**src/hdl/osd_consts.svh**
```systemverilog
// OSD configuration constants: status bit map, HDMI crop target and user-port idle level
`ifndef OSD_CONSTS_SVH
`define OSD_CONSTS_SVH

// Width of the OSD status word as seen by the core
`define OSD_STATUS_W        48

// Status word bit positions
`define OSD_BIT_FX_LSB      3   // Scan-line effect
`define OSD_BIT_FX_MSB      5
`define OSD_BIT_HSIZE_EN    19  // Horizontal scaling enable
`define OSD_BIT_DB15_EN     37
`define OSD_BIT_UART_EN     38
`define OSD_BIT_FLIP_LSB    38  // Rotate options, shares bit 38 with the UART switch
`define OSD_BIT_CROP_EN     41
`define OSD_BIT_VCOPT_LSB   42  // 4-bit vertical crop option
`define OSD_BIT_SCALE_LSB   46  // 2-bit scale mode

// Rotate-option code that requests a flipped frame buffer
`define OSD_FLIP_CODE       2'd2

// Only a 1080p HDMI output is cropped
`define HDMI_CROP_W         12'd1920
`define HDMI_CROP_H         12'd1080

// 1080 / 5 lines, giving 216p
`define CROP_LINES          12'd216

// vcopt values from here on map to negative offsets
`define VCOPT_WRAP          4'd6
`define CROP_OFF_ADJ        5'd24

// All user-port pins released
`define USER_IDLE           7'h7f

`endif

```
**src/hdl/board_cfg_pkg.sv**
```systemverilog
// Board configuration types for the OSD status word and the user port
`include "osd_consts.svh"

package board_cfg_pkg;

    // Low part of the HPS status word
    typedef logic [`OSD_STATUS_W-1:0] status_t;

    // USER_IN / USER_OUT pin vector
    typedef logic [6:0] user_port_t;

    // Vertical crop position option
    typedef logic [3:0] vcopt_t;

    // Scan-line effect selection, 0 is none
    typedef logic [`OSD_BIT_FX_MSB-`OSD_BIT_FX_LSB:0] fx_t;

    // Rotate-option field
    typedef logic [1:0] flip_sel_t;

endpackage

```
**src/hdl/video_crop_pkg.sv**
```systemverilog
// Video dimension and vertical-crop result types for the HDMI scaler side
package video_crop_pkg;

    // HDMI width or height as reported by the scaler
    typedef logic [11:0] dim_t;

    // Number of lines kept after crop, 0 disables it
    typedef logic [11:0] crop_size_t;

    // Two's complement offset in the -16..+15 range
    typedef logic [4:0] crop_off_t;

    // 0 normal, 1 V-integer, 2..4 HV-integer modes
    typedef logic [2:0] crop_scale_t;

    // A set bit hides the matching OSD menu item
    typedef logic [15:0] menu_mask_t;

endpackage

```
**src/hdl/osd_cfg_if.sv**
```systemverilog
// Decoded OSD settings shared between the status decoder and the video and port blocks
`timescale 1ns/1ns

interface osd_cfg_if;

    logic                        crop_en;     // User crop switch
    board_cfg_pkg::vcopt_t       vcopt;
    video_crop_pkg::crop_scale_t crop_scale;
    board_cfg_pkg::fx_t          fx;
    logic                        hsize_en;
    logic                        uart_en;
    logic                        db15_en;
    board_cfg_pkg::flip_sel_t    flip_sel;

    // Decoder owns every field
    modport dec (
        output crop_en, vcopt, crop_scale, fx,
        output hsize_en, uart_en, db15_en, flip_sel
    );

    // Crop decision
    modport crop (
        input crop_en, vcopt, crop_scale, fx
    );

    // User-port mux
    modport port (
        input uart_en, db15_en
    );

    // Menu mask and frame-buffer flip
    modport menu (
        input hsize_en, flip_sel
    );

endinterface

```
**src/hdl/status_decode.sv**
```systemverilog
// OSD status decoder that registers the used status fields onto the settings bus
`timescale 1ns/1ns
`include "osd_consts.svh"

module status_decode (
    input  logic                   clk_sys,
    input  logic                   arst_n,
    input  board_cfg_pkg::status_t status,
    osd_cfg_if.dec                 cfg
);

    localparam int VCOPT_W = $bits(board_cfg_pkg::vcopt_t);
    localparam int FLIP_W  = $bits(board_cfg_pkg::flip_sel_t);

    always_ff @(posedge clk_sys or negedge arst_n) begin
        if (!arst_n) begin
            cfg.crop_en    <= 1'b0;
            cfg.vcopt      <= '0;
            cfg.crop_scale <= '0;
            cfg.fx         <= '0;
            cfg.hsize_en   <= 1'b0;
            cfg.uart_en    <= 1'b0;
            cfg.db15_en    <= 1'b0;
            cfg.flip_sel   <= '0;
        end else begin
            // Vertical crop controls
            cfg.crop_en    <= status[`OSD_BIT_CROP_EN];
            cfg.vcopt      <= status[`OSD_BIT_VCOPT_LSB +: VCOPT_W];
            cfg.crop_scale <= {1'b0, status[`OSD_BIT_SCALE_LSB +: 2]};
            cfg.fx         <= status[`OSD_BIT_FX_MSB:`OSD_BIT_FX_LSB];

            cfg.hsize_en   <= status[`OSD_BIT_HSIZE_EN];

            // UART switch also lives in the rotate field
            cfg.uart_en    <= status[`OSD_BIT_UART_EN];
            cfg.db15_en    <= status[`OSD_BIT_DB15_EN];
            cfg.flip_sel   <= status[`OSD_BIT_FLIP_LSB +: FLIP_W];
        end
    end

    // The user-port mux needs at least one defined switch once running
    a_port_sel_known : assert property (
        @(posedge clk_sys) disable iff (!arst_n)
        !($isunknown(cfg.db15_en) && $isunknown(cfg.uart_en))
    ) else $error("db15_en and uart_en both unknown");

endmodule

```
**src/hdl/crop_calc.sv**
```systemverilog
// HDMI vertical crop decision with crop line count and signed line offset
`timescale 1ns/1ns
`include "osd_consts.svh"

module crop_calc (
    input  logic                       clk_sys,
    input  logic                       arst_n,
    osd_cfg_if.crop                    cfg,
    input  video_crop_pkg::dim_t       hdmi_width,
    input  video_crop_pkg::dim_t       hdmi_height,
    input  logic                       force_scan2x,
    input  logic                       direct_video,
    input  logic                       rotate_en,
    output logic                       crop_ok,
    output video_crop_pkg::crop_size_t crop_size,
    output video_crop_pkg::crop_off_t  crop_off
);

    logic                      size_1080p;
    logic                      video_plain;   // No setting that fights with cropping
    video_crop_pkg::crop_off_t vcopt_x2;

    assign size_1080p  = (hdmi_width == `HDMI_CROP_W) && (hdmi_height == `HDMI_CROP_H);

    assign video_plain = (cfg.fx == '0) && !force_scan2x && (cfg.crop_scale == '0)
                         && !direct_video && !rotate_en;

    // Offset steps by two lines per option
    assign vcopt_x2 = {cfg.vcopt, 1'b0};

    always_ff @(posedge clk_sys or negedge arst_n) begin
        if (!arst_n) begin
            crop_ok  <= 1'b0;
            crop_off <= '0;
        end else begin
            crop_ok  <= size_1080p && video_plain;
            // Upper options wrap to negative offsets, 5-bit arithmetic
            crop_off <= (cfg.vcopt < `VCOPT_WRAP) ? vcopt_x2 : vcopt_x2 - `CROP_OFF_ADJ;
        end
    end

    // Uses the registered decision, so one cycle behind crop_ok
    always_ff @(posedge clk_sys or negedge arst_n) begin
        if (!arst_n) begin
            crop_size <= '0;
        end else if (crop_ok && cfg.crop_en) begin
            crop_size <= `CROP_LINES;
        end else begin
            crop_size <= '0;
        end
    end

    a_size_needs_ok : assert property (
        @(posedge clk_sys) disable iff (!arst_n)
        (crop_size != '0) |-> $past(crop_ok)
    ) else $error("crop_size set without a prior crop_ok");

endmodule

```
**src/hdl/user_port_ctrl.sv**
```systemverilog
// User-port output mux between DB15 joystick, game UART and idle, with UART receive gating
`timescale 1ns/1ns
`include "osd_consts.svh"

module user_port_ctrl (
    input  logic                      clk_sys,
    input  logic                      arst_n,
    osd_cfg_if.port                   cfg,
    input  board_cfg_pkg::user_port_t user_in,
    input  board_cfg_pkg::user_port_t db15_joy,
    input  logic                      game_tx,
    output board_cfg_pkg::user_port_t user_out,
    output logic                      game_rx
);

    // DB15 wins over the UART, idle releases every pin
    always_ff @(posedge clk_sys or negedge arst_n) begin
        if (!arst_n) begin
            user_out <= `USER_IDLE;
        end else if (cfg.db15_en) begin
            user_out <= db15_joy;          // Joystick shift-register pattern
        end else if (cfg.uart_en) begin
            user_out <= {6'h3f, game_tx};  // TX on pin 0
        end else begin
            user_out <= `USER_IDLE;
        end
    end

    // RX on pin 1, held at the UART idle level when off
    assign game_rx = cfg.uart_en ? user_in[1] : 1'b1;

    a_uart_pins_high : assert property (
        @(posedge clk_sys) disable iff (!arst_n)
        (cfg.uart_en && !cfg.db15_en) |=> (user_out[6:1] == 6'h3f)
    ) else $error("user_out upper pins not released in UART mode");

endmodule

```
**src/hdl/menu_mask_gen.sv**
```systemverilog
// OSD menu-hide mask builder and frame-buffer flip flag
`timescale 1ns/1ns
`include "osd_consts.svh"

module menu_mask_gen #(
    parameter int ROTATE_MENU = 0   // 1 shows the extra rotate options for vertical games
) (
    input  logic                       clk_sys,
    input  logic                       arst_n,
    osd_cfg_if.menu                    cfg,
    input  logic                       crop_ok,
    input  logic                       core_vertical,
    input  logic                       direct_video,
    output video_crop_pkg::menu_mask_t status_menumask,
    output logic                       framebuf_flip
);

    video_crop_pkg::menu_mask_t mask_d;
    video_crop_pkg::menu_mask_t mask_q;

    always_comb begin
        mask_d    = '0;
        mask_d[5] = crop_ok;           // Video crop options
        mask_d[2] = ~cfg.hsize_en;     // Horizontal scaling
        mask_d[0] = direct_video;
        if (ROTATE_MENU != 0) begin
            mask_d[4] = ~core_vertical;
            mask_d[1] = 1'b1;
        end else begin
            mask_d[4] = 1'b1;
            mask_d[1] = ~core_vertical;
        end
    end

    // Two stages so the mask reaches the HPS side already settled
    always_ff @(posedge clk_sys or negedge arst_n) begin
        if (!arst_n) begin
            mask_q          <= '0;
            status_menumask <= '0;
            framebuf_flip   <= 1'b0;
        end else begin
            mask_q          <= mask_d;
            status_menumask <= mask_q;
            framebuf_flip   <= (cfg.flip_sel == `OSD_FLIP_CODE);
        end
    end

    a_unused_bits_zero : assert property (
        @(posedge clk_sys) disable iff (!arst_n)
        (status_menumask[15:6] == '0) && !status_menumask[3]
    ) else $error("reserved menu mask bits set");

endmodule

```
**src/hdl/osd_video_ctrl.sv**
```systemverilog
// OSD configuration slice with user-port control, HDMI vertical crop and menu mask
`timescale 1ns/1ns

module osd_video_ctrl #(
    parameter int ROTATE_MENU = 0
) (
    input  logic                       clk_sys,
    input  logic                       arst_n,
    input  board_cfg_pkg::status_t     status,
    input  logic                       core_vertical,
    input  logic                       direct_video,
    input  logic                       force_scan2x,
    input  logic                       rotate_en,
    input  video_crop_pkg::dim_t       hdmi_width,
    input  video_crop_pkg::dim_t       hdmi_height,
    // User port
    input  board_cfg_pkg::user_port_t  user_in,
    input  board_cfg_pkg::user_port_t  db15_joy,
    input  logic                       game_tx,
    output board_cfg_pkg::user_port_t  user_out,
    output logic                       game_rx,
    output logic                       uart_en,
    output logic                       db15_en,
    // HDMI crop
    output video_crop_pkg::crop_size_t crop_size,
    output video_crop_pkg::crop_off_t  crop_off,
    // OSD
    output video_crop_pkg::menu_mask_t status_menumask,
    output logic                       framebuf_flip
);

    logic crop_ok;

    osd_cfg_if cfg_bus ();

    assign uart_en = cfg_bus.uart_en;
    assign db15_en = cfg_bus.db15_en;

    status_decode u_decode (
        .clk_sys    ( clk_sys   ),
        .arst_n     ( arst_n    ),
        .status     ( status    ),
        .cfg        ( cfg_bus   )
    );

    crop_calc u_crop (
        .clk_sys      ( clk_sys      ),
        .arst_n       ( arst_n       ),
        .cfg          ( cfg_bus      ),
        .hdmi_width   ( hdmi_width   ),
        .hdmi_height  ( hdmi_height  ),
        .force_scan2x ( force_scan2x ),
        .direct_video ( direct_video ),
        .rotate_en    ( rotate_en    ),
        .crop_ok      ( crop_ok      ),
        .crop_size    ( crop_size    ),
        .crop_off     ( crop_off     )
    );

    user_port_ctrl u_user (
        .clk_sys    ( clk_sys   ),
        .arst_n     ( arst_n    ),
        .cfg        ( cfg_bus   ),
        .user_in    ( user_in   ),
        .db15_joy   ( db15_joy  ),
        .game_tx    ( game_tx   ),
        .user_out   ( user_out  ),
        .game_rx    ( game_rx   )
    );

    menu_mask_gen #(
        .ROTATE_MENU ( ROTATE_MENU )
    ) u_menu (
        .clk_sys         ( clk_sys         ),
        .arst_n          ( arst_n          ),
        .cfg             ( cfg_bus         ),
        .crop_ok         ( crop_ok         ),
        .core_vertical   ( core_vertical   ),
        .direct_video    ( direct_video    ),
        .status_menumask ( status_menumask ),
        .framebuf_flip   ( framebuf_flip   )
    );

endmodule

```
**config.mk**
```make
export PLATFORM = sky130hd
export DESIGN_NAME = osd_video_ctrl
export DESIGN_NICKNAME = d
export VERILOG_FILES = /design/src/hdl/board_cfg_pkg.sv /design/src/hdl/video_crop_pkg.sv /design/src/hdl/osd_cfg_if.sv /design/src/hdl/status_decode.sv /design/src/hdl/crop_calc.sv /design/src/hdl/user_port_ctrl.sv /design/src/hdl/menu_mask_gen.sv /design/src/hdl/osd_video_ctrl.sv
export VERILOG_INCLUDE_DIRS = /design/src /design/src/hdl
export SDC_FILE = /design/constraint.sdc
export NUM_CORES = 1
export LEC_CHECK = 0
export BUFFER_PORTS_ARGS = -buffer_cell sky130_fd_sc_hd__clkbuf_2
export CAP_MARGIN = 20
export CORE_UTILIZATION = 35
export CTS_CLUSTER_DIAMETER = 80
export DETAILED_ROUTE_END_ITERATION = 10
export PLACE_DENSITY = 0.87
export REMOVE_ABC_BUFFERS = 1
export SYNTH_ARGS = -nofsm -noshare
export SYNTH_HDL_FRONTEND = slang
export SYNTH_SLANG_ARGS = --single-unit
```
**constraint.sdc**
```tcl
create_clock -name clk_sys -period 1.25 [get_ports clk_sys]
set_input_delay 0.125 -clock clk_sys [delete_from_list [all_inputs] [get_ports clk_sys]]
set_output_delay 0.125 -clock clk_sys [all_outputs]
set_load 0.01 [all_outputs]
```
## Word level (Yosys, flattened, before mapping)

Cells that the tools add are included.

- Logic and storage cells: 39
- Output and inout bits: 44
- Latch bits: 0
- ROM bits: 0
- RAM bits: 0
- Register bits: 51
- Input bits: 93
- Memories: 0

- $add $sub $neg: 1
- Reduce and logical (&&, ||, !) cells: 12
- $lt $le $gt $ge: 1
- Divide/modulo/power cells: 0
- Equality and inequality tests: 3
- Multiplexer cells: 5
- Bitwise gates (word level): 2
- Shift operators: 0
- Multipliers: 0

Operators with widths:

| cell | count |
|---|---|
| $eq A12 B11 Y1 const B | 2 |
| $mux W8 | 1 |
| $logic_and A1 B1 Y1 | 7 |
| $mux W7 | 1 |
| $logic_not A3 Y1 | 2 |
| $mux W5 | 1 |
| $sub A5 B5 Y5 const B | 1 |
| $lt A4 B3 Y1 const B | 1 |
| $logic_not A1 Y1 | 3 |
| $eq A2 B2 Y1 const B | 1 |
| $mux W1 | 2 |
| $not A1 Y1 | 2 |

## Depth between registers and ports, before layout

Gate-level depths: netlist of run 1.

- Word-level depth: 6
- Mapped depth: 4
- Mapped depth without buffers: 4

## Hierarchy

Synthesis of run 1 repeated with hierarchy kept, for this count alone.

- Cell total of the unflattened synthesis: 98
- Area, all modules: 1,397.6 um^2

By module, submodules not included:

| module | seq. area each (um^2) | cells each | times used | area each (um^2) |
|---|---|---|---|---|
| crop_calc | 150.1 | 37 | 1 | 391.6 |
| menu_mask_gen | 275.3 | 27 | 1 | 386.6 |
| status_decode | 350.3 | 17 | 1 | 369.1 |
| user_port_ctrl | 183.9 | 17 | 1 | 250.2 |

## Worst setup path after synthesis of run 1

No wires, ideal clock.

- Kind: reg2reg
- Start point: register u_decode.cfg.vcopt[2]
- End point: register u_crop.crop_off[3]
- Required time: 1.170 ns
- Setup slack: 0.308 ns
- Arrival: 0.862 ns
- Library setup time: 0.080 ns
- Period minus slack after synthesis: 0.942 ns
- Buffers on the path: 0
- Cell stages (with the launch flop): 4
- Path through: dfrtp_1 > ha_1 > a21oi_1 > xnor2_1

- Cells in the longest elaborated chain, start to end: 2
- Elaborated cells on any way between the ends: 3
- Classes of those cells: add/sub (1); order compare (1); mux (1)

RTL lines:

| item | RTL line | RTL |
|---|---|---|
| start, declared | osd_cfg_if.sv:17 | `output crop_en, vcopt, crop_scale, fx,` |
| start signal, assigned | status_decode.sv:28 | `` cfg.vcopt <= status[`OSD_BIT_VCOPT_LSB +: VCOPT_W]; `` |
| $sub A5 B5 Y5 (no line) / $lt A4 B3 Y1 (equally long branches) | -- |  |
| $mux W5 (no line) * | -- |  |
| end signal, assigned | crop_calc.sv:38 | `` crop_off <= (cfg.vcopt < `VCOPT_WRAP) ? vcopt_x2 : vcopt_x2 - `CROP_OFF_ADJ; `` |
| end, declared | crop_calc.sv:16 | `output video_crop_pkg::crop_off_t crop_off` |

Mark *: on every way between the ends. The rest lies on a longest branch, timed or not.

## Worst setup path after layout of run 1

- Start point: input port direct_video
- End point: register u_crop.crop_ok

- Cells in the longest elaborated chain, start to end: 4

RTL lines:

| item | RTL line | RTL |
|---|---|---|
| start, declared | osd_video_ctrl.sv:11 | `input logic direct_video,` |
| $logic_not A1 Y1 | crop_calc.sv:26 | `&& !direct_video && !rotate_en;` |
| $logic_and A1 B1 Y1 (2 in series) | crop_calc.sv:26 |  |
| $logic_and A1 B1 Y1 | crop_calc.sv:36 | `crop_ok <= size_1080p && video_plain;` |
| end signal, assigned | crop_calc.sv:36 |  |
| end, declared | crop_calc.sv:14 | `output logic crop_ok,` |

Every way passes these cells.

==> metrics.cfg, run 1 <==
[floorplanning]
io_pins=137
rows=22
core-area_um2=3661
fp.dieW_um=63.99
initial_utilization_pct=36.74
die_area_um2=4095
die_h_um=63.99

[clocking]
cts.sinks=38
clkLatencyLatePin_ns=0.28
clkTransAtPathRegs_ns=0.07
numCtsBuffers=5
cts_buffer_depth=2
cts_max_level=2
cts_tree=done
cts_root_buf=clkbuf_8
cts_setup_buffers=0

[power_and_ir_drop]
p_per_area_nw_per_um2=1221
pwr-share-clk_pct=34.1
p_leak_uw=0.001032
internal_power_uw=1882
vdd_drop_max_v=0.0007614
sequentialPowerShare_pct=55.0
share_comb_of_total_power_pct=10.9
swShare_pct=21.63
total_power_uw=2401
p_sw_uw=519.3

[final_layout]
final_core_util_pct=53.69
diodes=0
drive_gt1_share_pct=48.44
areaGrowthSynthToFinish_pct=46.14
fillers=304
layout.nets=285

[run]
maxCapViolCount=0

[critical_path]
r2r-start=u_decode.cfg.crop_scale[0]
reg2reg_to=u_crop.crop_ok
worstPathMaxFanout=2
startpoint_type=input port
end_kind=register
worstSetupEndpoint=u_crop.crop_ok
startpoint=direct_video
cp_cell_sequence=dlygate4sd3_1 -> clkbuf_2 -> nor4_1 -> nand2_1 -> nor3_2
worst_r2r_path_depth=3
worst-r2r-setup-slack_ns=0.22
critPathMaxStageDelay_ns=0.56
slowest_stage=dlygate4sd3_1
arrival_ns=1.34
worst-setup-path-type=input port to register
required_ns=1.46

[outcome]
status=completed

[detailed_routing]
postRouteAntennaNets=0
wl_per_cell_um=10.60
viasPerCell=3.933
wl_um=2544
vias=944
dr.pass1.iters=4
drc=0
drt-initial-drc-count=34

[logic_synthesis]
synthDistinctLibCells=20
synth_top_family_by_area=buffers and inverters
yosys.area_share.adder_pct=0.9302
synth_top_area_share_pct=57.67
ys_seq_elements=38
synth_xor_area_share_pct=0.6512
avgSynthCellArea_um2=14.31
yosys-top-cells-area=dfrtp_1 58%, dfstp_2 14%, buf_4 13%, nand2b_1 3.3%, nor4_1 1.4%
yosysWarnings=0
synth-seq-area-share_pct=71.35
synth_area_um2=1345
synth_top_cell_by_area=dfrtp_1
yosys.area_share.simple_pct=11.81
syn_inst=94
synth-compound-area-share_pct=0.7442
synthMuxAreaShare_pct=0

[timing]
finalCritPeriodShare_pct=90.97
hold_viol=0
skew_ns=0.004897
drv_slew=0
fin_tns_setup_ns=0
clock.fmax_ghz=0.8794
final.min_clock_period_ns=1.137
setup_viol=0
rsz0062_at_grt=false

[global_routing]
grt_pass1_wl_um=4008
globalRouteTotalUtil_pct=13.95
grt_overflow=0
grt_max_degree=21
grt_pass1_vias=912
antenna_found_initial=0

[place]
portBuffers=76
gp_congestion=0.7693
place_hpwl_um=1865

[worst_hold_path]
min_path_type=input port to register

final cells by class:
class	instances	area [um^2]	share of cell area (%)
well taps	48	60.06	3.055
inverters	4	15.01	0.7638
clock inverters	1	5.005	0.2546
multi-input cells	48	269.0	13.69
clock buffers	7	86.33	4.392
flip-flops and latches	38	959.7	48.82
repair buffers	94	570.5	29.03
worst max-delay path: cells and delay by family:
kind                   cells  cell delay (ns)
buffers and inverters      2             0.69
AND/OR/NAND/NOR            3             0.53
cells in the final DEF (no fill, tap or decap), drive strengths merged:
cell	n
and2	1
nor4	3
nand4	2
dfrtp	31
dlygate4sd3	17
nor4b	3
nor3b	1
ha	1
nor3	1
nor2	2
inv	4
conb	21
nand2b	7
nor2b	1
buf	1
and4b	1
nand2	1
xnor2	1
a21oi	2
dfstp	7
clkbuf	83
clkinv	1
sequential cells by signal (all words and copies together) (netlist names), 2 cells and up:
register	flops
u_user.user_out	7
u_menu.mask_q	5
u_menu.status_menumask	5
u_crop.crop_off	4
u_decode.cfg.vcopt	4
u_decode.cfg.fx	3
u_decode.cfg.crop_scale	2
u_decode.cfg.flip_sel	2
worst min-delay path by stage:
| stage | startpoint | to | slack [ns] | cells after the start |
|---|---|---|---|---|
| 2_1_floorplan | arst_n | u_crop.crop_off[1] | -0.17 | 0 |
| 3_5_place_dp | arst_n | u_menu.mask_q[4] | 0.11 | 1 |
| 4_1_cts | db15_joy[0] | u_user.user_out[0] | 0.008 | 3 |
| 5_1_grt | db15_joy[0] | u_user.user_out[0] | 0.01 | 3 |
| 6_report | db15_joy[0] | u_user.user_out[0] | 0.02 | 3 |
| 3_3_place_gp | arst_n | u_menu.mask_q[4] | 0.10 | 1 |
cell usage after synthesis:
cell type	n
a21oi_1	2
nor4_1	3
and4b_1	1
nor4b_1	2
nand2b_1	7
and2_1	1
nor3b_1	1
dfrtp_1	31
nor2b_1	1
dfstp_2	7
xnor2_1	1
nor3_2	1
nor2_1	2
buf_4	23
nand2_1	1
inv_1	4
ha_1	1
nor4b_2	1
nand4_1	2
conb_1	2
logic make-up after synthesis:
group	Yosys count
simple gates	23
other cells	2
flops	38
buf+inv	27
compound gates	2
fa+ha+maj	1
xor+xnor	1
metal layers:
layer / vias up / global-route usage [%] / share of wire [%]
li1: 451 / - / -
met1: 426 / 13.04 / 34
met2: 63 / 25.27 / 54
met3: 4 / 5.357 / 11
met4: 0 / 8.523 / 1.1
met5: - / 0 / 0
power by group through the flow:
stage,logic (uW),registers [uW],clock network [uW]
floorplan,55.5,1360,0
CTS,262,1320,856
global placement,219,1340,0
detailed placement,221,1340,0
global route,292,1320,920
finish,263,1320,818
through the flow:
stage                     instance area [um^2]  setup WS, ns  instances  hold slack, ns
final                                     1966        0.1128        240         0.02033
after global routing                      1966       0.09490        240         0.01426
after global placement                    1704        0.2664        215          0.1049
after detailed placement                  1704        0.2425        215          0.1078
after floorplan                           1244        0.3077         90         -0.1706
after CTS                                 1966        0.1478        240        0.008284
repair_timing:
| action | CTS | global route |
|---|---|---|
| hold endpoints to repair | 27 | 0 |
| hold buffers | 17 | 0 |
| gates resized for setup | 0 | 0 |
No activity file was read; power rests on OpenSTA's default activity.
==> run 2: changes to the inputs <==
==> constraint.sdc (replaced) <==
create_clock -name clk_sys -period 1.25 [get_ports clk_sys]
set_input_delay 0.25 -clock clk_sys [delete_from_list [all_inputs] [get_ports clk_sys]]
set_output_delay 0.25 -clock clk_sys [all_outputs]
set_load 0.01 [all_outputs]
==> metrics.cfg, run 2 (synthesized netlist as in run 1, its figures left out) <==
[critical_path]
critPathMaxStageDelay_ns=0.52
arrival_ns=0.91
startpoint_type=register
end_kind=primary output
required_ns=1.00
worst-setup-path-type=register to primary output
worst-r2r-setup-slack_ns=0.24
critPathBufInv=1
crit_family=flip-flops
cp_cell_sequence=clkbuf_2
slowest_stage=dfstp_2
worstPathMaxFanout=1

[floorplanning]
initial_utilization_pct=36.74
io_pins=137
core-area_um2=3661
die_h_um=63.99
rows=22
fp.dieW_um=63.99
die_area_um2=4095

[final_layout]
areaGrowthSynthToFinish_pct=34.33
diodes=0
biggestRegsByFlops=u_user.user_out x7, u_menu.mask_q x5, u_menu.status_menumask x5
drive_gt1_share_pct=53.41
largest_reg_flops=7
largest_register=u_user.user_out
final_cell_mix=76 x clkbuf_2, 30 x dfrtp_1, 21 x conb_1
instances_no_fill=224
layout.nets=269
stdcell_area_um2=1807
final_common_cell=clkbuf_2

[clocking]
numCtsBuffers=5
cts_root_buf=clkbuf_8
cts.sinks=38
clkTransAtPathRegs_ns=0.07
clkLatencyLatePin_ns=0.28
cts_tree=done
cts_setup_buffers=0
cts_max_level=2
cts_buffer_depth=2

[global_routing]
grt_overflow=0
grt_pass1_wl_um=3505
antenna_found_initial=0
globalRouteTotalUtil_pct=12.37
grt_pass1_vias=829
grt_max_degree=21

[timing]
setup_viol=0
drv_slew=0
clock.fmax_ghz=0.8618
rsz0062_at_grt=false
hold_viol=0
finalCritPeriodShare_pct=92.83
final.min_clock_period_ns=1.160
skew_ns=0.004682
fin_tns_setup_ns=0

[detailed_routing]
drc=0
vias=885
viasPerCell=3.951
drt-initial-drc-count=37
wl_per_cell_um=10.05
dr.pass1.iters=3
wl_um=2252
postRouteAntennaNets=0

[run]
maxCapViolCount=0

[worst_hold_path]
min_path_type=input port to register

[place]
portBuffers=76
gp_congestion=0.7693
place_hpwl_um=1865
dpl.cell_count=215
place_area_um2=1704

[power_and_ir_drop]
vdd_drop_max_v=0.0007742
p_per_area_nw_per_um2=1305
p_leak_uw=0.0009643
total_power_uw=2358

[outcome]
status=completed

-- run 2: layout make-up --
cell class	count	area [um^2]
well taps	48	60.06
flip-flops and latches	38	960.9
multi-input cells	48	269.0
fillers	336	1854
repair buffers	78	410.4
clock buffers	7	86.33
inverters	4	15.01
clock inverters	1	5.005
-- run 2: worst paths after layout --
path	startpoint	end	depth (start not counted)
setup reg to reg	u_decode.cfg.vcopt[2]	u_crop.crop_off[3]	3
setup / recovery	u_user.user_out[1]	user_out[1]	1
hold / removal	status[38]	u_decode.cfg.flip_sel[0]	1
hold reg to reg	u_menu.mask_q[5]	u_menu.status_menumask[5]	0
max in group asynchronous	arst_n	u_decode.cfg.vcopt[1]	3
min in group asynchronous	arst_n	u_menu.mask_q[4]	2
-- run 2: timing repair --
item,CTS,global route
hold buffers,1,0
endpoints found under the hold margin,11,0
setup endpoints to repair,0,1
gates resized for setup,0,1
-- run 2: layer usage --
metal / up-vias / global-route usage (%) / part of all wire [%]
li1: 419 / - / -
met1: 399 / 11.29 / 32
met2: 63 / 21.94 / 55
met3: 4 / 5.179 / 11
met4: 0 / 8.523 / 1.3
met5: - / 0 / 0
-- run 2: power by group --
part / total (uW) / switching (uW) / internal, uW
sequential: 1320 / 21.6 / 1300
combinational: 221 / 114 / 107
clock: 817 / 373 / 444
-- run 2: per-stage QoR --
stage | hold slack, ns | util, % | setup slack [ns]
global route | 0.05634 | 49.35 | 0.03115
detailed placement | 0.2328 | 46.55 | 0.2425
CTS | 0.05842 | 49.32 | 0.02276
floorplan | -0.04559 | - | 0.3077
global placement | 0.2299 | 46.55 | 0.2343
finish | 0.07085 | 49.35 | 0.08960
==> run 3: changes to the inputs <==
--- a/config.mk
+++ b/config.mk
@@ -6,12 +6,14 @@
 export SDC_FILE = /design/constraint.sdc
 export NUM_CORES = 1
 export LEC_CHECK = 0
+export ABC_AREA = 1
 export BUFFER_PORTS_ARGS = -buffer_cell sky130_fd_sc_hd__clkbuf_2
 export CAP_MARGIN = 20
-export CORE_UTILIZATION = 35
+export CORE_UTILIZATION = 37
+export CTS_BUF_LIST = sky130_fd_sc_hd__clkbuf_8
 export CTS_CLUSTER_DIAMETER = 80
 export DETAILED_ROUTE_END_ITERATION = 10
-export PLACE_DENSITY = 0.87
+export PLACE_DENSITY = 0.9
 export REMOVE_ABC_BUFFERS = 1
 export SYNTH_ARGS = -nofsm -noshare
 export SYNTH_HDL_FRONTEND = slang
==> metrics.cfg, run 3 <==
[global_routing]
grt_max_degree=19
antenna_found_initial=0
grt_pass1_vias=926
globalRouteTotalUtil_pct=12.90
grt_overflow=0
grt_pass1_wl_um=3801

[critical_path]
worst_r2r_path_depth=8
worst-r2r-setup-slack_ns=0.05
r2r-start=u_decode.cfg.flip_sel[0]
required_ns=1.00
worstPathMaxFanout=2
worst-setup-path-type=register to primary output
critPathBufInv=2
slowest_stage=dfrtp_1
crit_family=flip-flops
arrival_ns=1.03
end_kind=primary output
cp_cell_sequence=inv_2 -> or2_4 -> buf_6
reg2reg_to=u_user.user_out[0]
critPathMaxStageDelay_ns=0.36
startpoint_type=register

[place]
place_hpwl_um=1757
dpl.cell_count=248
gp_congestion=0.7257
portBuffers=76

[floorplanning]
die_h_um=63.57
initial_utilization_pct=38.31
core-area_um2=3661
io_pins=137
rows=22
die_area_um2=4041
fp.dieW_um=63.57

[logic_synthesis]
yosys.area_share.adder_pct=0.8921
synthFlopType=dfrtp_1
synth_area_um2=1403
yosys-top-cells-area=dfrtp_1 55%, dfstp_2 13%, buf_4 12%, nand2_1 5.4%, nor2_1 5.4%
syn_inst=127
ys_seq_elements=38
synth_top_cell_by_area=dfrtp_1
synth-compound-area-share_pct=0.7136
yosysWarnings=0
synth_xor_area_share_pct=0.6244
synth-seq-area-share_pct=68.42
synthTopCellsByCount=31 x dfrtp_1, 23 x buf_4, 20 x nand2_1, 20 x nor2_1, 17 x inv_1
yosysMostFrequentCell=dfrtp_1
avgSynthCellArea_um2=11.04
yosys.area_share.simple_pct=11.60
synthDistinctLibCells=14
synth_top_family_by_area=buffers and inverters
async_flop_share_pct=100.0
synth_top_area_share_pct=55.31
synthMuxAreaShare_pct=0
synth_edf_count=0

[timing]
drv_slew=0
clock.fmax_ghz=0.7805
skew_ns=0.002856
setup_viol=1
final.min_clock_period_ns=1.281
rsz0062_at_grt=true
worst_slack_ns=-0.03130
hold_viol=0
finalCritPeriodShare_pct=102.5

[final_layout]
final_common_cell=clkbuf_2
instances_no_fill=263
largest_reg_flops=7
final_core_util_pct=52.53
layout.nets=308
largest_register=u_user.user_out
drive_gt1_share_pct=47.44
diodes=0
fillers=317
final_cell_mix=75 x clkbuf_2, 30 x dfrtp_1, 21 x conb_1
biggestRegsByFlops=u_user.user_out x7, u_menu.mask_q x5, u_menu.status_menumask x5
areaGrowthSynthToFinish_pct=37.11

[worst_hold_path]
holdPathStages=1
min_path_type=input port to register
hold_start=status[46]
holdPathEnd=u_decode.cfg.crop_scale[0]

[power_and_ir_drop]
vdd_drop_max_v=0.0006067
p_leak_uw=0.001107
total_power_uw=2404
p_per_area_nw_per_um2=1250

[clocking]
clkLatencyLatePin_ns=0.28
numCtsBuffers=5
cts_root_buf=clkbuf_8
cts_max_level=2
cts_tree=done
cts_buffer_depth=2
clkTransAtPathRegs_ns=0.07
cts.sinks=38

[outcome]
status=finished, violations left
violations=setup timing

[run]
maxCapViolCount=0

[detailed_routing]
vias=1005
drt-initial-drc-count=48
postRouteAntennaNets=0
wl_um=2331
dr.pass1.iters=3
wl_per_cell_um=8.863
drc=0
viasPerCell=3.821

## run 3: cell count changes after synthesis, sizes merged, moves of 3 or more
cell / previous run / this run
inv: 4 / 17
nand2: 1 / 20
nand2b: 7 / 0
nor2: 2 / 20
nor4: 3 / 0
nor4b: 3 / 0
## run 3: area by class of cell
type                       instances  area (um^2)  area share (%)
tap                               48        60.06           3.123
clock inverter                     2        8.758          0.4554
inverter                          17        63.81           3.318
multi-input combinational         67        277.8           14.44
clock buffer                       6        82.58           4.294
timing repair buffer              85        469.2           24.40
sequential                        38        960.9           49.97
## run 3: metal layers
| metal | GRT usage [%] | up-vias | share of wire (%) |
|---|---|---|---|
| met2 | 21.28 | 81 | 49 |
| met3 | 6.341 | 8 | 12 |
| met1 | 13.70 | 418 | 37 |
| met4 | 5.966 | 0 | 2.4 |
| met5 | 0 | - | 0 |
| li1 | - | 498 | - |
## run 3: worst max path at each step
stage	cells after the start	end	start	slack [ns]
floorplan	2	game_rx	u_decode.cfg.flip_sel[0]	0.26
global placement	3	game_rx	u_decode.cfg.flip_sel[0]	0.23
detailed placement	3	game_rx	u_decode.cfg.flip_sel[0]	0.22
CTS	3	game_rx	u_decode.cfg.flip_sel[0]	-0.02
global route	3	game_rx	u_decode.cfg.flip_sel[0]	-0.07
finish	3	game_rx	u_decode.cfg.flip_sel[0]	-0.03
## run 3: cells by family after synthesis
family,count (synthesis)
AOI/OAI and AO/OA,2
xor gates and xnor gates,1
adders and majority gates,1
buffers and inverters,41
DFF,38
other,2
and+or+nand+nor,42
## run 3: where the power goes
group          internal (uW)  switching (uW)  total [uW]
Sequential              1300            19.2        1320
Clock                    436             391         828
Combinational            125             134         259
## run 3: worst reg2reg max path: cells and delay by family, from the launching register on
family / cells / cell delay [ns]
buffers and inverters: 6 / 0.65
DFF: 1 / 0.36
and+or+nand+nor: 1 / 0.07
AOI/OAI and AO/OA: 1 / 0.06
## run 3: timing repair
| item | CTS | global route |
|---|---|---|
| endpoints found under the setup margin | 1 | 3 |
| cloned | 0 | 0 |
| buffers inserted | 6 | 0 |
| hold buffers | 1 | 0 |
| endpoints found under the hold margin | 9 | 0 |
| gates resized for setup | 1 | 5 |
## run 3: through the flow
| stage | setup WS, ns | hold WS [ns] | TNS (ns) | area, um^2 |
|---|---|---|---|---|
| detailed placement | 0.2159 | 0.1607 | 0 | 1764 |
| global placement | 0.2309 | 0.1573 | 0 | 1764 |
| floorplan | 0.2626 | -0.04559 | 0 | 1296 |
| finish | -0.03130 | 0.07287 | -0.03130 | 1923 |
| global route | -0.07293 | 0.05028 | -0.07293 | 1923 |
| CTS | -0.01854 | 0.05896 | -0.01854 | 1913 |
